[src/wb_subsys_pkg.sv]
/*
 * Shared opcode and writeback-type enums, plus the size and latency
 * localparams of the writeback subsystem
 */

package wb_subsys_pkg;

  // Data path width of the integer pipeline
  localparam int unsigned XLEN = 32;

  // Register file addressing with 5 bits for x0 to x31
  localparam int unsigned REG_AW   = 5;
  localparam int unsigned NUM_REGS = 2 ** REG_AW;

  // LSU data memory, word addressed through address bits 5 to 2
  localparam int unsigned MEM_WORDS = 16;
  localparam int unsigned MEM_AW    = $clog2(MEM_WORDS);

  // Cycles from an accepted LSU request to its response strobe
  localparam int unsigned LSU_LATENCY = 2;
  // Counter width must hold the full latency value
  localparam int unsigned LSU_CNT_W   = $clog2(LSU_LATENCY + 1);

  // Already decoded operations accepted by the issue stage
  typedef enum logic [2:0] {
    OP_ADD  = 3'd0,
    OP_SUB  = 3'd1,
    OP_AND  = 3'd2,
    OP_OR   = 3'd3,
    OP_XOR  = 3'd4,
    OP_ADDI = 3'd5,
    OP_LW   = 3'd6,
    OP_SW   = 3'd7
  } op_e;

  // Tells writeback whether completion has to wait for the LSU
  typedef enum logic [1:0] {
    WB_INSTR_LOAD  = 2'd0,
    WB_INSTR_STORE = 2'd1,
    WB_INSTR_OTHER = 2'd2
  } wb_instr_type_e;

endpackage
[src/wb_subsys_if.sv]
/*
 * Interfaces execute to writeback, execute to LSU and writeback hazard feedback
 */

`timescale 1ns/1ps

// Instruction hand-over from execute into the writeback stage
interface ex_wb_if;
  import wb_subsys_pkg::*;

  // One-cycle strobe that is raised only in a cycle where the instruction is accepted
  logic              en_wb;
  wb_instr_type_e    instr_type;
  logic [XLEN-1:0]   pc;
  logic [REG_AW-1:0] rf_waddr;
  logic [XLEN-1:0]   rf_wdata;
  logic              rf_we;

  modport ex (output en_wb, instr_type, pc, rf_waddr, rf_wdata, rf_we);
  modport wb (input  en_wb, instr_type, pc, rf_waddr, rf_wdata, rf_we);
endinterface


// Stall and forwarding information reported back to execute
interface wb_hz_if;
  import wb_subsys_pkg::*;

  logic              ready_wb;
  logic              rf_write_wb;
  logic [REG_AW-1:0] rf_waddr_wb;
  logic [XLEN-1:0]   rf_wdata_fwd;
  logic              outstanding_load;
  logic              outstanding_store;

  modport wb (output ready_wb, rf_write_wb, rf_waddr_wb, rf_wdata_fwd,
                     outstanding_load, outstanding_store);
  modport ex (input  ready_wb, rf_write_wb, rf_waddr_wb, rf_wdata_fwd,
                     outstanding_load, outstanding_store);
endinterface

[src/wb_stage.sv]
/*
 * Writeback stage holding one instruction, waiting on the LSU for memory ops,
 * selecting the register write source and reporting hazards to execute
 */

`timescale 1ns/1ps

module wb_stage (
  input  logic                             clk_i,
  input  logic                             rst_ni,
  ex_wb_if.wb                              ex_wb,
  wb_hz_if.wb                              hz,
  input  logic [wb_subsys_pkg::XLEN-1:0]   rf_wdata_lsu_i,
  input  logic                             rf_we_lsu_i,
  input  logic                             lsu_resp_valid_i,
  output logic [wb_subsys_pkg::REG_AW-1:0] rf_waddr_o,
  output logic [wb_subsys_pkg::XLEN-1:0]   rf_wdata_o,
  output logic                             rf_we_o,
  output logic [wb_subsys_pkg::XLEN-1:0]   pc_wb_o,
  output logic                             instr_done_o
);
  import wb_subsys_pkg::*;

  logic              wb_valid_q;
  logic              wb_valid_d;
  logic              wb_done;
  wb_instr_type_e    wb_type_q;
  logic [XLEN-1:0]   wb_pc_q;
  logic [REG_AW-1:0] rf_waddr_q;
  logic [XLEN-1:0]   rf_wdata_q;
  logic              rf_we_q;
  logic              we_held;

  // Non-memory ops finish in their first writeback cycle
  // Loads and stores wait for the LSU response strobe
  // Only meaningful while wb_valid_q is set
  assign wb_done = (wb_type_q == WB_INSTR_OTHER) || lsu_resp_valid_i;

  // A new instruction can enter in the same cycle the old one leaves
  assign wb_valid_d = ex_wb.en_wb || (wb_valid_q && !wb_done);

  always_ff @(posedge clk_i or negedge rst_ni) begin
    if (!rst_ni) begin
      wb_valid_q <= 1'b0;
    end else begin
      wb_valid_q <= wb_valid_d;
    end
  end

  // Payload follows the en_wb strobe and keeps its value while stalled
  always_ff @(posedge clk_i) begin
    if (ex_wb.en_wb) begin
      wb_type_q  <= ex_wb.instr_type;
      wb_pc_q    <= ex_wb.pc;
      rf_waddr_q <= ex_wb.rf_waddr;
      rf_wdata_q <= ex_wb.rf_wdata;
      rf_we_q    <= ex_wb.rf_we;
    end
  end

  // Write request from the result computed in execute
  assign we_held = wb_valid_q && rf_we_q;

  // Execute results and load data share one register file write port
  assign rf_waddr_o = rf_waddr_q;
  assign rf_wdata_o = we_held ? rf_wdata_q : rf_wdata_lsu_i;
  assign rf_we_o    = we_held || rf_we_lsu_i;

  // Done and pc are presented together in the completing cycle
  assign instr_done_o = wb_valid_q && wb_done;
  assign pc_wb_o      = wb_pc_q;

  // Execute may issue once the held instruction finishes this cycle
  assign hz.ready_wb = !wb_valid_q || wb_done;

  // A pending load counts as a register write even though its data is not here yet
  assign hz.rf_write_wb = wb_valid_q && (rf_we_q || (wb_type_q == WB_INSTR_LOAD));
  assign hz.rf_waddr_wb = rf_waddr_q;

  // Only the flopped execute result is forwarded
  // Memory read data arrives too late for the operand path
  assign hz.rf_wdata_fwd = rf_wdata_q;

  assign hz.outstanding_load  = wb_valid_q && (wb_type_q == WB_INSTR_LOAD);
  assign hz.outstanding_store = wb_valid_q && (wb_type_q == WB_INSTR_STORE);

  // Execute and LSU never both claim the write port in one cycle
  a_one_write_source: assert property (@(posedge clk_i) disable iff (!rst_ni)
    $onehot0({we_held, rf_we_lsu_i}));

endmodule

[src/flat_wrapper.sv]
// flat-port wrapper written by rule: the top's interface ports become plain ports
module wb_stage_flat import wb_subsys_pkg::*;
  (clk_i, rst_ni, rf_wdata_lsu_i, rf_we_lsu_i, lsu_resp_valid_i, rf_waddr_o, rf_wdata_o, rf_we_o, pc_wb_o, instr_done_o, ex_wb_en_wb, ex_wb_instr_type, ex_wb_pc, ex_wb_rf_waddr, ex_wb_rf_wdata, ex_wb_rf_we, hz_ready_wb, hz_rf_write_wb, hz_rf_waddr_wb, hz_rf_wdata_fwd, hz_outstanding_load, hz_outstanding_store);
  ex_wb_if ex_wb_i ();
  wb_hz_if hz_i ();
  input  logic clk_i;
  input  logic rst_ni;
  input  logic [wb_subsys_pkg::XLEN-1:0] rf_wdata_lsu_i;
  input  logic rf_we_lsu_i;
  input  logic lsu_resp_valid_i;
  output logic [wb_subsys_pkg::REG_AW-1:0] rf_waddr_o;
  output logic [wb_subsys_pkg::XLEN-1:0] rf_wdata_o;
  output logic rf_we_o;
  output logic [wb_subsys_pkg::XLEN-1:0] pc_wb_o;
  output logic instr_done_o;
  input wire logic [$bits(ex_wb_i.en_wb)-1:0] ex_wb_en_wb;
  input wire logic [$bits(ex_wb_i.instr_type)-1:0] ex_wb_instr_type;
  input wire logic [$bits(ex_wb_i.pc)-1:0] ex_wb_pc;
  input wire logic [$bits(ex_wb_i.rf_waddr)-1:0] ex_wb_rf_waddr;
  input wire logic [$bits(ex_wb_i.rf_wdata)-1:0] ex_wb_rf_wdata;
  input wire logic [$bits(ex_wb_i.rf_we)-1:0] ex_wb_rf_we;
  output wire logic [$bits(hz_i.ready_wb)-1:0] hz_ready_wb;
  output wire logic [$bits(hz_i.rf_write_wb)-1:0] hz_rf_write_wb;
  output wire logic [$bits(hz_i.rf_waddr_wb)-1:0] hz_rf_waddr_wb;
  output wire logic [$bits(hz_i.rf_wdata_fwd)-1:0] hz_rf_wdata_fwd;
  output wire logic [$bits(hz_i.outstanding_load)-1:0] hz_outstanding_load;
  output wire logic [$bits(hz_i.outstanding_store)-1:0] hz_outstanding_store;
  assign ex_wb_i.en_wb = ex_wb_en_wb;
  assign ex_wb_i.instr_type = ex_wb_instr_type;
  assign ex_wb_i.pc = ex_wb_pc;
  assign ex_wb_i.rf_waddr = ex_wb_rf_waddr;
  assign ex_wb_i.rf_wdata = ex_wb_rf_wdata;
  assign ex_wb_i.rf_we = ex_wb_rf_we;
  assign hz_ready_wb = hz_i.ready_wb;
  assign hz_rf_write_wb = hz_i.rf_write_wb;
  assign hz_rf_waddr_wb = hz_i.rf_waddr_wb;
  assign hz_rf_wdata_fwd = hz_i.rf_wdata_fwd;
  assign hz_outstanding_load = hz_i.outstanding_load;
  assign hz_outstanding_store = hz_i.outstanding_store;
  wb_stage u_core (.clk_i(clk_i), .rst_ni(rst_ni), .ex_wb(ex_wb_i), .hz(hz_i), .rf_wdata_lsu_i(rf_wdata_lsu_i), .rf_we_lsu_i(rf_we_lsu_i), .lsu_resp_valid_i(lsu_resp_valid_i), .rf_waddr_o(rf_waddr_o), .rf_wdata_o(rf_wdata_o), .rf_we_o(rf_we_o), .pc_wb_o(pc_wb_o), .instr_done_o(instr_done_o));
endmodule
[config.mk]
export PLATFORM = sky130hd
export DESIGN_NAME = wb_stage_flat
export DESIGN_NICKNAME = d
export VERILOG_FILES = /design/src/wb_subsys_pkg.sv /design/src/wb_subsys_if.sv /design/src/wb_stage.sv /design/src/flat_wrapper.sv
export SDC_FILE = /design/constraint.sdc
export NUM_CORES = 1
export LEC_CHECK = 0
export ABC_AREA = 1
export BUFFER_PORTS_ARGS = -buffer_cell sky130_fd_sc_hd__buf_2
export CORE_ASPECT_RATIO = 1.2
export CORE_MARGIN = 5
export CORE_UTILIZATION = 35
export DETAILED_ROUTE_END_ITERATION = 12
export PLACE_DENSITY = 0.73
export REMOVE_ABC_BUFFERS = 1
export SLEW_MARGIN = 20
export SYNTH_ARGS = -nofsm -noshare
export SYNTH_HDL_FRONTEND = slang
export SYNTH_SLANG_ARGS = --single-unit
[constraint.sdc]
create_clock -name clk_i -period 1.1 [get_ports clk_i]
set_input_delay 0 -clock clk_i [delete_from_list [all_inputs] [get_ports clk_i]]
set_output_delay 0 -clock clk_i [all_outputs]
set_load 0.02 [all_outputs]
; ---- After elaboration in Yosys (flattened, before gate mapping)
; Cells that the tools add are included.
[totals]
ff_bits = 73
inputBits = 109
elab_cells = 23
[classes]
eq_ne = 2
mux = 1
n_reduce_logical = 14
[op_table]
columns = cell, n
row1 = $mux 32, 1
row2 = $logic_and 1x1->1, 6
row3 = $logic_or 1x1->1, 5
row4 = $eq 2x1->1 const B, 1
row5 = $eq 2x2->1 const B, 1
row6 = $logic_not 1->1, 2
row7 = $logic_not 2->1, 1

; ---- Depth between registers and ports, before layout
[depth]
depth_word = 5
depth_mapped = 5

; ---- Worst setup path after synthesis
; No wires, ideal clock.
[synth_path]
path_kind = reg-to-output
startpoint = reg u_core.wb_type_q[0]
endpoint = out instr_done_o
t_arrival_ps = 1004
setup_slack_ps = 96
path_stages_with_launch = 4
n_path_buf = 0
cell_sequence = edfxtp_1 -> inv_1 -> nand2_1 -> a21boi_0
[synth_between]
elab_chain_cells = 3
[synth_lines]
columns = element, line_no
row1 = start: declaration, wb_stage.sv:27  ; wb_instr_type_e wb_type_q;
row2 = start signal: assignment, wb_stage.sv:53  ; wb_type_q <= ex_wb.instr_type;
row3 = $eq 2x2->1, wb_stage.sv:37  ; assign wb_done = (wb_type_q == WB_INSTR_OTHER) || lsu_resp_valid_i;
row4 = $logic_or 1x1->1, wb_stage.sv:37
row5 = $logic_and 1x1->1, wb_stage.sv:70  ; assign instr_done_o = wb_valid_q && wb_done;
row6 = end: declaration, flat_wrapper.sv:15  ; output logic instr_done_o;
; Every way passes these cells.

; ---- Worst setup path in the final report
[layout_path]
startpoint = reg u_core.rf_we_q
endpoint = out rf_wdata_o[14] (netlist bit)
[layout_between]
elab_chain_cells = 2
[layout_lines]
columns = element, line_no
row1 = start: declaration, wb_stage.sv:31  ; logic rf_we_q;
row2 = start signal: assignment, wb_stage.sv:57  ; rf_we_q <= ex_wb.rf_we;
row3 = $logic_and 1x1->1, wb_stage.sv:62  ; assign we_held = wb_valid_q && rf_we_q;
row4 = $mux 32, wb_stage.sv:66  ; assign rf_wdata_o = we_held ? rf_wdata_q : rf_wdata_lsu_i;
row5 = end: declaration, flat_wrapper.sv:12  ; output logic [wb_subsys_pkg::XLEN-1:0] rf_wdata_o;
; Every way passes these cells.

==> impl_metrics.csv <==
group,metric,value,unit
global_routing,met3_usage,7.203,%
logic_synthesis,synth_warnings,0,
cells_and_area,nets,617,
sta,rsz0062_at_grt,"true",
critical_path,crit_slowest_cell,"edfxtp_1",
sta,slew-limit-headroom,85.83,%
logic_synthesis,ys_seq_area_share,78.21,%
logic_synthesis,synth_cells,200,
logic_synthesis,synth-main-ff-cell,"edfxtp_1",
logic_synthesis,yosysUniqueCellTypes,11,
sta,fin_ws,-0.2841,ns
sta,fmax,0.7225,GHz
floorplan,die-area,0.009884,sq mm
floorplan,rows,35,
drt,detail-route-antenna-nets,0,
global_routing,antenna_found_initial,1,
logic_synthesis,synthArstFlopShare,1.370,%
sta,hold_viol,0,
pwr,p_leak,0.002518,uW
critical_path,max_stage_delay,0.41,ns
critical_path,crit_required,1.10,ns
global_routing,grt_overflow,0,
clock_tree,cts_sinks,73,
drt,num_vias,2823,
pwr,total_power,7345,uW
placement,gp_congestion,0.8415,
drt,firstDrtPassIters,4,
outcome,violations,"negative setup slack",
critical_path,cp_max_fo,9,
drt,wire_per_inst,16.88,um
sta,fin_crit,1.384,ns
sta,fin_worst_skew,0.002265,ns
clock_tree,cts_tree,"built",
global_routing,grt_pass1_vias,2861,
drt,drt_drc_violations_left,0,
critical_path,end_kind,"output port",
sta,setup_tns,-9.560,ns
global_routing,grt_max_degree,40,
global_routing,grt_busiest_layer,"met2",
floorplan,ioPinCount,221,
sta,worst_slew_pin_slew,0.2125,ns
floorplan,fp.dieW,91.60,um
logic_synthesis,avgSynthCellArea,13.98,sq um
floorplan,core,0.007751,sq mm
logic_synthesis,ys_seq_elements,73,
logic_synthesis,synth_edf_count,72,
sta,finalCritPeriodShare,125.8,%
cells_and_area,drive_above_1_share,53.61,%
clock_tree,cts_buffers,9,
critical_path,crit_arrival,1.38,ns
logic_synthesis,yosys-top-cells-count,"72 x edfxtp_1, 68 x nand2_1, 33 x nand3_1",
logic_synthesis,synth_top_area_cell,"edfxtp_1",
clock_tree,clkTransAtPathRegs,0.08,ns
critical_path,start_kind,"flip-flop",
clock_tree,root_buffer,"clkbuf_8",
global_routing,met1_usage,19.40,%
worst_hold_path,hold_class,"in -> reg",
critical_path,critical_path_class,"reg -> out",
global_routing,gr-usage-all-layers,18.66,%
drt,routed_wl,10230,um
clock_tree,clockBufferDepth,2,
placement,dp_hpwl,6120,um
logic_synthesis,yosysMostFrequentCell,"edfxtp_1",
cells_and_area,syn_to_final_growth,90.56,%
clock_tree,clk_latency,0.33,ns
sta,slew_violations,0,
sta,hold_ws,0.1394,ns
floorplan,die_y,107.9,um
drt,dr.first_iter.drc_count,130,
pwr,ir_worst_vdd,0.9871,mV
critical_path,cp_cell_sequence,"buf_12 > clkbuf_16 > nand3_2 > nand2_2 > buf_6",
logic_synthesis,synth_top_area_share,77.32,%
pwr,powerDensity,1378,mW/mm^2
drt,routed_via_density,4.658,
outcome,outcome,"finished, violations left",
job,maxCapViolCount,0,
global_routing,grt_pass1_wl,14230,um
clock_tree,htreeDepth,3,
logic_synthesis,synth_area_leaders,"edfxtp_1 77%, nand2_1 9.1%, nand3_1 5.9%, buf_4 3.0%, buf_6 2.0%",
floorplan,start_util,36.08,%
sta,final-setup-viol-count,38,
global_routing,use_met2,33.58,%
placement,io_buffer_count,220,
logic_synthesis,syn_area,0.002796,sq mm
## worst paths after layout
kind	start	end	slack, ns	depth (start not counted)
setup reg to reg	u_core.wb_valid_q$_DFF_PN0_	u_core.wb_valid_q$_DFF_PN0_	0.14	4
max in group asynchronous	rst_ni	u_core.wb_valid_q$_DFF_PN0_	0.48	3
hold / removal	ex_wb_en_wb	u_core.wb_valid_q$_DFF_PN0_	0.14	4
min in group asynchronous	rst_ni	u_core.wb_valid_q$_DFF_PN0_	0.50	3
setup / recovery	u_core.rf_we_q$_DFFE_PP_	rf_wdata_o[14]	-0.28	5
hold reg to reg	u_core.wb_type_q[1]$_DFFE_PP_	u_core.wb_valid_q$_DFF_PN0_	0.60	3
## kinds of logic (layout without fill, tap and decap cells)
group	count (synthesis)	in the layout	share of synthesized area, %
simple gates	104	107	15.70
flops	73	73	78.21
buf+inv	21	331	5.638
compound gates	2	2	0.4474
other cells	0	1	0
## metal layers
layer / vias up / share of wire [%]
li1: 1318 / -
met1: 1291 / 35
met2: 188 / 52
met3: 26 / 10
met4: 0 / 2.7
met5: - / 0
## state kept, by name (all words and copies together), names as in the netlist
register / count
u_core.hz.rf_waddr_wb: 5
u_core.rf_we_q: 1
u_core.wb_type_q: 2
u_core.pc_wb_o: 32
u_core.hz.rf_wdata_fwd: 32
u_core.wb_valid_q: 1
## placed cells by master, fill, tap and decap left out, drive strengths merged
master	count
clkinv	2
dlygate4sd3	75
bufinv	1
clkbuf	12
buf	232
bufbuf	1
inv	6
dfrtp	1
diode	1
nor2	2
edfxtp	72
o21ai	1
nand3	33
clkinvlp	2
nand2	72
a21boi	1
## worst max-delay path, delay by kind of cell (launching register included)
kind                   cells  cell delay [ns]
buffers and inverters      3             0.50
flip-flops                 1             0.41
AND/OR/NAND/NOR            2             0.15
## cell type report
class                           instances  area [sq um]
Sequential cell                        73          2188
Tap cell                               92         115.1
Antenna cell                            1         2.502
Timing Repair Buffer                  310          2193
Clock inverter                          6         67.56
Clock buffer                           10         127.6
Multi-Input combinational cell        109         615.6
Inverter                                5         18.77
Fill cell                             540          2422
## through the flow
step	util [%]	cell area, sq um	worst slack [ns]	cells
2_1_floorplan	-	2658	-0.4477	184
3_3_place_gp	51.04	3956	-0.01123	502
3_5_place_dp	51.04	3956	-0.04116	502
4_1_cts	65.49	5076	-0.2965	601
5_1_grt	68.75	5329	-0.3607	606
6_report	68.75	5329	-0.2841	606
## timing repair
item / in CTS / in global routing
setup buffers: 5 / 1
gates cloned: 3 / 4
hold buffers: 75 / 0
pin swaps: 1 / 10
endpoints found under the setup margin: 38 / 38
resized for setup: 21 / 47
endpoints found under the hold margin: 74 / 0
## power by group
group          switching [uW]  internal [uW]
clock                     980           1060
sequential                100           3300
combinational            1060            849
total                    2140           5210
(Power assumes the default switching activity.)
