<file path="src/wb_subsys_pkg.sv">
/*
 * Shared opcode and writeback-type enums, plus the size and latency
 * localparams of the writeback subsystem
 */

package wb_subsys_pkg;

  // Data path width of the integer pipeline
  localparam int unsigned XLEN = 32;

  // Register file addressing with 5 bits for x0 to x31
  localparam int unsigned REG_AW   = 5;
  localparam int unsigned NUM_REGS = 2 ** REG_AW;

  // LSU data memory, word addressed through address bits 5 to 2
  localparam int unsigned MEM_WORDS = 16;
  localparam int unsigned MEM_AW    = $clog2(MEM_WORDS);

  // Cycles from an accepted LSU request to its response strobe
  localparam int unsigned LSU_LATENCY = 2;
  // Counter width must hold the full latency value
  localparam int unsigned LSU_CNT_W   = $clog2(LSU_LATENCY + 1);

  // Already decoded operations accepted by the issue stage
  typedef enum logic [2:0] {
    OP_ADD  = 3'd0,
    OP_SUB  = 3'd1,
    OP_AND  = 3'd2,
    OP_OR   = 3'd3,
    OP_XOR  = 3'd4,
    OP_ADDI = 3'd5,
    OP_LW   = 3'd6,
    OP_SW   = 3'd7
  } op_e;

  // Tells writeback whether completion has to wait for the LSU
  typedef enum logic [1:0] {
    WB_INSTR_LOAD  = 2'd0,
    WB_INSTR_STORE = 2'd1,
    WB_INSTR_OTHER = 2'd2
  } wb_instr_type_e;

endpackage
</file>
<file path="src/wb_subsys_if.sv">
/*
 * Interfaces execute to writeback, execute to LSU and writeback hazard feedback
 */

`timescale 1ns/1ps

// Instruction hand-over from execute into the writeback stage
interface ex_wb_if;
  import wb_subsys_pkg::*;

  // One-cycle strobe that is raised only in a cycle where the instruction is accepted
  logic              en_wb;
  wb_instr_type_e    instr_type;
  logic [XLEN-1:0]   pc;
  logic [REG_AW-1:0] rf_waddr;
  logic [XLEN-1:0]   rf_wdata;
  logic              rf_we;

  modport ex (output en_wb, instr_type, pc, rf_waddr, rf_wdata, rf_we);
  modport wb (input  en_wb, instr_type, pc, rf_waddr, rf_wdata, rf_we);
endinterface

// Load/store request from execute to the LSU
interface lsu_req_if;
  import wb_subsys_pkg::*;

  // One-cycle strobe that is issued only while the LSU is idle
  logic            req;
  logic            store;
  logic [XLEN-1:0] addr;
  logic [XLEN-1:0] wdata;

  modport ex  (output req, store, addr, wdata);
  modport lsu (input  req, store, addr, wdata);
endinterface

// Stall and forwarding information reported back to execute
interface wb_hz_if;
  import wb_subsys_pkg::*;

  logic              ready_wb;
  logic              rf_write_wb;
  logic [REG_AW-1:0] rf_waddr_wb;
  logic [XLEN-1:0]   rf_wdata_fwd;
  logic              outstanding_load;
  logic              outstanding_store;

  modport wb (output ready_wb, rf_write_wb, rf_waddr_wb, rf_wdata_fwd,
                     outstanding_load, outstanding_store);
  modport ex (input  ready_wb, rf_write_wb, rf_waddr_wb, rf_wdata_fwd,
                     outstanding_load, outstanding_store);
endinterface

</file>
<file path="src/issue_exec.sv">
/*
 * Issue/execute unit with forwarding, load-use stall, ALU and LSU request routing
 */

`timescale 1ns/1ps

module issue_exec (
  input  logic                                clk_i,
  input  logic                                rst_ni,
  input  logic                                instr_valid_i,
  input  wb_subsys_pkg::op_e                  op_i,
  input  logic [wb_subsys_pkg::REG_AW-1:0]    rd_i,
  input  logic [wb_subsys_pkg::REG_AW-1:0]    rs1_i,
  input  logic [wb_subsys_pkg::REG_AW-1:0]    rs2_i,
  input  logic [wb_subsys_pkg::XLEN-1:0]      imm_i,
  input  logic [wb_subsys_pkg::XLEN-1:0]      pc_i,
  output logic                                instr_ready_o,
  output logic [wb_subsys_pkg::REG_AW-1:0]    rs1_raddr_o,
  output logic [wb_subsys_pkg::REG_AW-1:0]    rs2_raddr_o,
  input  logic [wb_subsys_pkg::XLEN-1:0]      rs1_rdata_i,
  input  logic [wb_subsys_pkg::XLEN-1:0]      rs2_rdata_i,
  input  logic                                lsu_busy_i,
  ex_wb_if.ex                                 ex_wb,
  lsu_req_if.ex                               lsu_req,
  wb_hz_if.ex                                 hz
);
  import wb_subsys_pkg::*;

  logic            uses_rs2;
  logic            is_mem;
  logic            load_use;
  logic            accept;
  logic [XLEN-1:0] op_a;
  logic [XLEN-1:0] op_b;
  logic [XLEN-1:0] alu_result;
  wb_instr_type_e  instr_type;
  logic            rf_we;

  // Writeback result overrides the register file when it targets the source
  // Loads are excluded because their data is not known yet
  function automatic logic [XLEN-1:0] fwd_operand(logic [REG_AW-1:0] raddr,
                                                  logic [XLEN-1:0]   rdata);
    logic hit;
    hit = hz.rf_write_wb && !hz.outstanding_load &&
          (hz.rf_waddr_wb != '0) && (hz.rf_waddr_wb == raddr);
    return hit ? hz.rf_wdata_fwd : rdata;
  endfunction

  // Register file is read straight from the held instruction fields
  assign rs1_raddr_o = rs1_i;
  assign rs2_raddr_o = rs2_i;

  assign op_a = fwd_operand(rs1_i, rs1_rdata_i);
  assign op_b = fwd_operand(rs2_i, rs2_rdata_i);

  // Decode source usage, writeback type and the ALU result
  always_comb begin
    uses_rs2   = 1'b1;
    is_mem     = 1'b0;
    instr_type = WB_INSTR_OTHER;
    rf_we      = 1'b1;
    alu_result = op_a + op_b;
    unique case (op_i)
      OP_ADD:  alu_result = op_a + op_b;
      OP_SUB:  alu_result = op_a - op_b;
      OP_AND:  alu_result = op_a & op_b;
      OP_OR:   alu_result = op_a | op_b;
      OP_XOR:  alu_result = op_a ^ op_b;
      OP_ADDI: begin
        uses_rs2   = 1'b0;
        alu_result = op_a + imm_i;
      end
      OP_LW: begin
        // Load data is written by the LSU path in writeback, not from here
        uses_rs2   = 1'b0;
        is_mem     = 1'b1;
        instr_type = WB_INSTR_LOAD;
        rf_we      = 1'b0;
        alu_result = op_a + imm_i;
      end
      OP_SW: begin
        is_mem     = 1'b1;
        instr_type = WB_INSTR_STORE;
        rf_we      = 1'b0;
        alu_result = op_a + imm_i;
      end
      default: begin
        rf_we = 1'b0;
      end
    endcase
  end

  // Stall while a load in writeback still owes the value of a source register
  // Every op reads rs1 while rs2 depends on the op
  assign load_use = hz.outstanding_load && (hz.rf_waddr_wb != '0) &&
                    ((hz.rf_waddr_wb == rs1_i) ||
                     (uses_rs2 && (hz.rf_waddr_wb == rs2_i)));

  assign instr_ready_o = hz.ready_wb && !load_use && (!is_mem || !lsu_busy_i);
  assign accept        = instr_valid_i && instr_ready_o;

  // Every accepted instruction moves into writeback at the accepting edge
  assign ex_wb.en_wb      = accept;
  assign ex_wb.instr_type = instr_type;
  assign ex_wb.pc         = pc_i;
  assign ex_wb.rf_waddr   = rd_i;
  assign ex_wb.rf_wdata   = alu_result;
  assign ex_wb.rf_we      = rf_we;

  // Memory ops start their LSU access in the same cycle
  assign lsu_req.req   = accept && is_mem;
  assign lsu_req.store = (op_i == OP_SW);
  assign lsu_req.addr  = alu_result;
  assign lsu_req.wdata = op_b;

  // Handing an instruction to a writeback stage that cannot take it would lose it
  a_en_wb_needs_ready: assert property (@(posedge clk_i) disable iff (!rst_ni)
    ex_wb.en_wb |-> hz.ready_wb);

  // A memory op held in writeback always has its LSU access still in flight
  a_mem_wb_lsu_busy: assert property (@(posedge clk_i) disable iff (!rst_ni)
    (hz.outstanding_load || hz.outstanding_store) |-> lsu_busy_i);

endmodule

</file>
<file path="src/flat_wrapper.sv">
// flat-port wrapper written by rule: the top's interface ports become plain ports
module issue_exec_flat import wb_subsys_pkg::*;
  (clk_i, rst_ni, instr_valid_i, op_i, rd_i, rs1_i, rs2_i, imm_i, pc_i, instr_ready_o, rs1_raddr_o, rs2_raddr_o, rs1_rdata_i, rs2_rdata_i, lsu_busy_i, ex_wb_en_wb, ex_wb_instr_type, ex_wb_pc, ex_wb_rf_waddr, ex_wb_rf_wdata, ex_wb_rf_we, lsu_req_req, lsu_req_store, lsu_req_addr, lsu_req_wdata, hz_ready_wb, hz_rf_write_wb, hz_rf_waddr_wb, hz_rf_wdata_fwd, hz_outstanding_load, hz_outstanding_store);
  ex_wb_if ex_wb_i ();
  lsu_req_if lsu_req_i ();
  wb_hz_if hz_i ();
  input  logic clk_i;
  input  logic rst_ni;
  input  logic instr_valid_i;
  input  wb_subsys_pkg::op_e op_i;
  input  logic [wb_subsys_pkg::REG_AW-1:0] rd_i;
  input  logic [wb_subsys_pkg::REG_AW-1:0] rs1_i;
  input  logic [wb_subsys_pkg::REG_AW-1:0] rs2_i;
  input  logic [wb_subsys_pkg::XLEN-1:0] imm_i;
  input  logic [wb_subsys_pkg::XLEN-1:0] pc_i;
  output logic instr_ready_o;
  output logic [wb_subsys_pkg::REG_AW-1:0] rs1_raddr_o;
  output logic [wb_subsys_pkg::REG_AW-1:0] rs2_raddr_o;
  input  logic [wb_subsys_pkg::XLEN-1:0] rs1_rdata_i;
  input  logic [wb_subsys_pkg::XLEN-1:0] rs2_rdata_i;
  input  logic lsu_busy_i;
  output wire logic [$bits(ex_wb_i.en_wb)-1:0] ex_wb_en_wb;
  output wire logic [$bits(ex_wb_i.instr_type)-1:0] ex_wb_instr_type;
  output wire logic [$bits(ex_wb_i.pc)-1:0] ex_wb_pc;
  output wire logic [$bits(ex_wb_i.rf_waddr)-1:0] ex_wb_rf_waddr;
  output wire logic [$bits(ex_wb_i.rf_wdata)-1:0] ex_wb_rf_wdata;
  output wire logic [$bits(ex_wb_i.rf_we)-1:0] ex_wb_rf_we;
  output wire logic [$bits(lsu_req_i.req)-1:0] lsu_req_req;
  output wire logic [$bits(lsu_req_i.store)-1:0] lsu_req_store;
  output wire logic [$bits(lsu_req_i.addr)-1:0] lsu_req_addr;
  output wire logic [$bits(lsu_req_i.wdata)-1:0] lsu_req_wdata;
  input wire logic [$bits(hz_i.ready_wb)-1:0] hz_ready_wb;
  input wire logic [$bits(hz_i.rf_write_wb)-1:0] hz_rf_write_wb;
  input wire logic [$bits(hz_i.rf_waddr_wb)-1:0] hz_rf_waddr_wb;
  input wire logic [$bits(hz_i.rf_wdata_fwd)-1:0] hz_rf_wdata_fwd;
  input wire logic [$bits(hz_i.outstanding_load)-1:0] hz_outstanding_load;
  input wire logic [$bits(hz_i.outstanding_store)-1:0] hz_outstanding_store;
  assign ex_wb_en_wb = ex_wb_i.en_wb;
  assign ex_wb_instr_type = ex_wb_i.instr_type;
  assign ex_wb_pc = ex_wb_i.pc;
  assign ex_wb_rf_waddr = ex_wb_i.rf_waddr;
  assign ex_wb_rf_wdata = ex_wb_i.rf_wdata;
  assign ex_wb_rf_we = ex_wb_i.rf_we;
  assign lsu_req_req = lsu_req_i.req;
  assign lsu_req_store = lsu_req_i.store;
  assign lsu_req_addr = lsu_req_i.addr;
  assign lsu_req_wdata = lsu_req_i.wdata;
  assign hz_i.ready_wb = hz_ready_wb;
  assign hz_i.rf_write_wb = hz_rf_write_wb;
  assign hz_i.rf_waddr_wb = hz_rf_waddr_wb;
  assign hz_i.rf_wdata_fwd = hz_rf_wdata_fwd;
  assign hz_i.outstanding_load = hz_outstanding_load;
  assign hz_i.outstanding_store = hz_outstanding_store;
  issue_exec u_core (.clk_i(clk_i), .rst_ni(rst_ni), .instr_valid_i(instr_valid_i), .op_i(op_i), .rd_i(rd_i), .rs1_i(rs1_i), .rs2_i(rs2_i), .imm_i(imm_i), .pc_i(pc_i), .instr_ready_o(instr_ready_o), .rs1_raddr_o(rs1_raddr_o), .rs2_raddr_o(rs2_raddr_o), .rs1_rdata_i(rs1_rdata_i), .rs2_rdata_i(rs2_rdata_i), .lsu_busy_i(lsu_busy_i), .ex_wb(ex_wb_i), .lsu_req(lsu_req_i), .hz(hz_i));
endmodule
</file>
<file path="config.mk">
export PLATFORM = sky130hd
export DESIGN_NAME = issue_exec_flat
export DESIGN_NICKNAME = d
export VERILOG_FILES = /design/src/wb_subsys_pkg.sv /design/src/wb_subsys_if.sv /design/src/issue_exec.sv /design/src/flat_wrapper.sv
export SDC_FILE = /design/constraint.sdc
export NUM_CORES = 1
export LEC_CHECK = 0
export BUFFER_PORTS_ARGS = -buffer_cell sky130_fd_sc_hd__buf_2
export CAP_MARGIN = 20
export CORE_AREA = 2 2 134 136
export DETAILED_ROUTE_END_ITERATION = 6
export DIE_AREA = 0 0 136 138
export GPL_TIMING_DRIVEN = 0
export PLACE_DENSITY = 0.68
export REMOVE_ABC_BUFFERS = 1
export SLEW_MARGIN = 20
export SYNTH_ARGS = -nofsm -noshare
export SYNTH_HDL_FRONTEND = slang
export SYNTH_SLANG_ARGS = --single-unit
</file>
<file path="constraint.sdc">
create_clock -name vclk -period 6.7
set_input_delay 1.005 -clock vclk [all_inputs]
set_output_delay 1.005 -clock vclk [all_outputs]
set_load 0.005 [all_outputs]
</file>
* Yosys cells after proc, flatten, opt, wreduce, memory -nomap -nowiden
Cells that the tools add are included.
W data, S select, Z words.
** Word-level totals
- Register bits after elaboration :: 0
- Bits of input ports :: 191
- Output and inout port bits :: 150
** Cells by class
- Add/sub/neg operators :: 3
- Equal/unequal tests :: 9
- Multiplexer cells :: 7
- Bitwise operators :: 3
- Reductions and logical operators :: 22
** Operator list (number)
- $pmux W32 S6 :: 1
- $add A32 B32 Y32 :: 2
- $mux W32 :: 2
- $and A32 B32 Y32 :: 1
- $or A32 B32 Y32 :: 1
- $sub A32 B32 Y32 :: 1
- $xor A32 B32 Y32 :: 1
- $eq A3 B3 Y1 const B :: 4
- $logic_and A1 B1 Y1 :: 11
- $eq A5 B5 Y1 :: 2
- $eq A3 B2 Y1 const B :: 2
- $reduce_bool A5 Y1 :: 1
- $logic_not A1 Y1 :: 4
- $pmux W2 S2 :: 1
- $reduce_or A2 Y1 :: 2
- $eq A3 B1 Y1 const B :: 1
- $logic_not A3 Y1 :: 1
- $mux W1 :: 3
- $reduce_or A3 Y1 :: 1
- $logic_or A1 B1 Y1 :: 2

* Logic depth before layout (Yosys ltp)
- Word-level depth :: 11
- Gate-level depth with buffers :: 23

* Worst setup path after synthesis
OpenSTA, ideal clock, no wires.
- Kind :: input to output
- Start :: input port rs2_i[0] in the netlist's numbering
- End :: output port lsu_req_addr[31]
- Arrival time :: 6.043 ns
- Path slack :: -0.348 ns
- Stages :: 23
- Path through :: nor2b_1 > a2111o_1 > nor4b_4 > buf_4 > buf_4 > mux2i_1 > inv_2 > a31oi_1 > nor2_1 > a211oi_1 > inv_1 > ha_1 > a211oi_1 > o21bai_1 > o2111a_1 > o2111ai_1 > a21oi_1 > o22a_1 > a311o_1 > a311oi_2 > xnor2_1 > o21ai_1 > buf_4
** Between the ends
- Longest elaborated chain between the ends :: 5
- Elaborated cells on any way between the ends :: 9
** Ends and longest elaborated chain
- from (decl) :: RTL line flat_wrapper.sv:13 : input logic [wb_subsys_pkg::REG_AW-1:0] rs2_i;
- $eq A5 B5 Y1 * :: RTL line issue_exec.sv:45 : (hz.rf_waddr_wb != '0) && (hz.rf_waddr_wb == raddr);
- $logic_and A1 B1 Y1 * :: RTL line issue_exec.sv:45
- $mux W32 * :: RTL line issue_exec.sv:46 : return hit ? hz.rf_wdata_fwd : rdata;
- via lsu_req_wdata[0] :: RTL line flat_wrapper.sv:31 : output wire logic [$bits(lsu_req_i.wdata)-1:0] lsu_req_wdata;
- $sub A32 B32 Y32 or $add A32 B32 Y32 (tied branches)
- $pmux W32 S6 * :: RTL line issue_exec.sv:63 : unique case (op_i)
- to (decl) :: RTL line flat_wrapper.sv:30 : output wire logic [$bits(lsu_req_i.addr)-1:0] lsu_req_addr;
Mark *: on every way through the listed nets, which the timed path passes. The rest lies on a longest branch.

* Worst setup path in the final report
- Start :: input port rs2_rdata_i[3] in the netlist's numbering
- End :: output port ex_wb_rf_wdata[31]
** Between the ends
- Longest elaborated chain between the ends :: 3
- Elaborated cells on any way between the ends :: 4
** Ends and longest elaborated chain
- from (decl) :: RTL line flat_wrapper.sv:20 : input logic [wb_subsys_pkg::XLEN-1:0] rs2_rdata_i;
- $mux W32 * :: RTL line issue_exec.sv:46
- $sub A32 B32 Y32 or $add A32 B32 Y32 (tied branches)
- $pmux W32 S6 * :: RTL line issue_exec.sv:63
- to (decl) :: RTL line flat_wrapper.sv:26 : output wire logic [$bits(ex_wb_i.rf_wdata)-1:0] ex_wb_rf_wdata;
Mark *: on every way between the ends. The rest lies on a longest branch, timed or not.

==> flow_summary_export.csv <==
group,metric,value,unit
floorplanning,count_of_boundary_i_o_pins,341,
timing,max-slew-margin-rel,0.3608,
timing,fin_hold_ws,2.010,ns
worst_setup_path,endpoint_type_of_the_worst_setup_path,"primary output",
yosys,netlist_area,6050,µm²
yosys,mean_syn_cell_area,6.797,µm²
finish,final_cell_mix,"sky130_fd_sc_hd__buf_2 (261), sky130_fd_sc_hd__ha_1 (88), sky130_fd_sc_hd__a21oi_1 (83)",
finish,clock_buffer_count,0,
timing,count_of_final_setup_violators,16,
floorplanning,core_area,17530,µm²
detailed_routing,post-route-drc-count,0,
detailed_routing,final_antenna_net_count,0,
grt,vias_in_the_first_global_route,6820,
power_and_ir_drop,power_switching,0.4178,mW
grt,grt_antenna_before_repair,2,
grt,maximum_number_of_pins_on_one_net_before_global_route_repair,71,
timing,max_clock_freq,0.1385,GHz
run_status,violations,"negative setup slack",
floorplanning,die-width,136,µm
worst_setup_path,critical_path.startpoint_type,"primary input",
power_and_ir_drop,seqPwrFrac,0,
worst_setup_path,critical_path.max_fanout,4,
finish,nets,1377,
yosys,netlist_top_cells_area,"sky130_fd_sc_hd__ha_1 (19%), sky130_fd_sc_hd__mux2i_1 (11%), sky130_fd_sc_hd__buf_4 (10%)",
timing,layout_setup_ws,-0.5197,ns
timing,worst_slew_pin_slew,0.9588,ns
placement,placedInstanceArea,7097,µm²
run_status,status,"finished with violations",
detailed_routing,vias_per_cell,5.688,
worst_setup_path,worst_ep_arrival_time,6.21,ns
power_and_ir_drop,power.density_cell_area,94.39,nW/µm²
power_and_ir_drop,power.static_leakage,3.721,nW
grt,aggregate_global_route_resource_usage,0.2558,
yosys,ys_warn_count,0,
timing,unrepaired_setup_endpoints_after_global_routing,"true",
yosys,fraction_of_the_mapped_netlist_area_in_compound_gates,0.2931,
detailed_routing,detail_route.wl_per_cell,20.17,µm
finish,final_design_area_no_fill,8029,µm²
finish,numSequentialCells,0,
yosys,synthSimpleGateAreaFrac,0.1731,
floorplanning,start_util,0.3450,
timing,report.final.slew_viol_count,0,
worst_setup_path,worst_ep_required_time,5.69,ns
detailed_routing,detailroute.via_count,7508,
yosys,synth.mux.area_fraction,0.1133,
placement,hpwl,20070,µm
power_and_ir_drop,pwr-share-comb,1.000,
timing,finalHoldViolCount,0,
power_and_ir_drop,vdd_ir_drop_max,0.04578,mV
flow_run,cap_viol_max_count,0,
detailed_routing,drt_wl_total,26630,µm
yosys,synth_sequential_area_ratio,0,
grt,grt-ovfl-total,0,
worst_setup_path,setup.worst_path.class,"in2out",
yosys,main_combinational_cell_family_by_area_after_synthesis,"compound AO/OA/AOI/OAI gates",
timing,period_minus_slack,7.220,ns
yosys,adder_and_majority_cell_fraction_of_the_synthesized_area,0.1977,
finish,layout.area.seq,0,µm²
grt,grt_pass1_wl,37870,µm
yosys,post_synthesis_instance_total,890,
detailed_routing,drt_first_iter_violations,629,
yosys,synth_largest_area_cell,"sky130_fd_sc_hd__ha_1",
yosys,synth_cell_type_count,63,
finish,syn_to_final_growth,32.72,%
floorplanning,fp.dieH,138,µm
yosys,synthDominantCellAreaShare,0.1944,
floorplanning,rows,49,
power_and_ir_drop,clockPowerShare,0,
power_and_ir_drop,switching_share,0.5513,
power_and_ir_drop,report.power.total,0.7578,mW
timing,fin_crit_sh,1.078,
placement,port_buffers,264,
power_and_ir_drop,internal-power,0.3401,mW
finish,final_layout_size_suffix_gt1_frac,0.3737,
placement,globalplace.congestion,0.8768,
min_path,min-delay-path-class,"in2out",
floorplanning,floorplan.die_area,18770,µm²
clock_tree,holdBufCountCts,0,
detailed_routing,drt_first_pass_iters,5,
finish,final_common_cell,"sky130_fd_sc_hd__buf_2",
yosys,synthXorXnorAreaFrac,0.04922,
timing,fin_tns_setup,-5.030,ns
-- per-layer routing --
metal / vias to the layer above / track usage / part of all wire
li1: 3559 / - / -
met1: 3492 / 0.3554 / 0.44
met2: 410 / 0.3938 / 0.44
met3: 43 / 0.06417 / 0.095
met4: 4 / 0.05482 / 0.021
met5: - / 0.04233 / 0.0036
-- cells in the mapped netlist (12+ instances only) --
master	instances
sky130_fd_sc_hd__o22ai_1	17
sky130_fd_sc_hd__ha_1	94
sky130_fd_sc_hd__nor2_1	79
sky130_fd_sc_hd__buf_4	82
sky130_fd_sc_hd__nand2_1	43
sky130_fd_sc_hd__xor2_1	16
sky130_fd_sc_hd__a211oi_1	31
sky130_fd_sc_hd__nand3_1	12
sky130_fd_sc_hd__nor3_1	26
sky130_fd_sc_hd__o21ai_1	12
sky130_fd_sc_hd__inv_1	74
sky130_fd_sc_hd__o21ai_0	39
sky130_fd_sc_hd__mux2i_1	64
sky130_fd_sc_hd__a21oi_1	92
sky130_fd_sc_hd__xnor2_1	18
sky130_fd_sc_hd__clkbuf_1	32
sky130_fd_sc_hd__a31oi_1	15
-- worst max-delay path: stages --
cell and delay (ns):
sky130_fd_sc_hd__buf_2 0.11, sky130_fd_sc_hd__or4_4 0.58, sky130_fd_sc_hd__nor4_4 0.43, sky130_fd_sc_hd__nand2_2 0.16, sky130_fd_sc_hd__o41ai_4 0.36, sky130_fd_sc_hd__o21ai_2 0.14, sky130_fd_sc_hd__nor2_2 0.21, sky130_fd_sc_hd__nand3_2 0.14
sky130_fd_sc_hd__a221oi_2 0.27, sky130_fd_sc_hd__a21oi_1 0.09, sky130_fd_sc_hd__ha_2 0.37, sky130_fd_sc_hd__o21ai_1 0.17, sky130_fd_sc_hd__nor2_2 0.07, sky130_fd_sc_hd__or3_4 0.35, sky130_fd_sc_hd__a2111oi_4 0.32, sky130_fd_sc_hd__a21oi_2 0.11
sky130_fd_sc_hd__o22a_1 0.24, sky130_fd_sc_hd__a311o_1 0.35, sky130_fd_sc_hd__a311oi_2 0.32, sky130_fd_sc_hd__xnor2_1 0.15, sky130_fd_sc_hd__o21ai_1 0.08, sky130_fd_sc_hd__buf_2 0.17
-- path summary, 6_finish.rpt --
path                       start                  to  slack (ns)  cells after the start
hold / removal           rd_i[1]   ex_wb_rf_waddr[1]        2.01                      0
setup / recovery  rs2_rdata_i[3]  ex_wb_rf_wdata[31]       -0.52                     22
-- cell families after synthesis --
logic type,Yosys count
adder cells (fa/ha/maj),95
buffers and inverters,196
XOR/XNOR,34
AND/OR/NAND/NOR,217
multiplexers,68
AO/OA/AOI/OAI,280
-- per-stage QoR --
stage	instances	util	setup slack, ns
after global placement	1263	0.3931	-4.039
after floorplan	770	-	-2.111
after CTS	1298	0.4381	-0.3835
after global routing	1319	0.4578	-0.6837
final	1320	0.4579	-0.5197
after detailed placement	1274	0.4047	-1.651
-- layout make-up --
class | count | area, µm²
Tap cell | 229 | 286.5
Fill cell | 1815 | 9505
Antenna cell | 2 | 5.005
Multi-Input combinational cell | 694 | 5552
Timing Repair Buffer | 319 | 1901
Inverter | 76 | 285.3
-- power groups by stage --
stage | sequential, mW | clock (mW) | combinational (mW)
detailed placement | 0 | 0 | 0.655
floorplan | 0 | 0 | 0.376
global placement | 0 | 0 | 0.641
global route | 0 | 0.0000000199 | 0.826
CTS | 0 | 0 | 0.698
finish | 0 | 0.0000000400 | 0.758
-- what timing repair did --
item,in CTS,in global routing
setup buffers,24,20
pin swaps,25,16
endpoints found under the setup margin,42,30
resized for setup,81,40
Note: power is estimated with default switching activity, not from simulation.
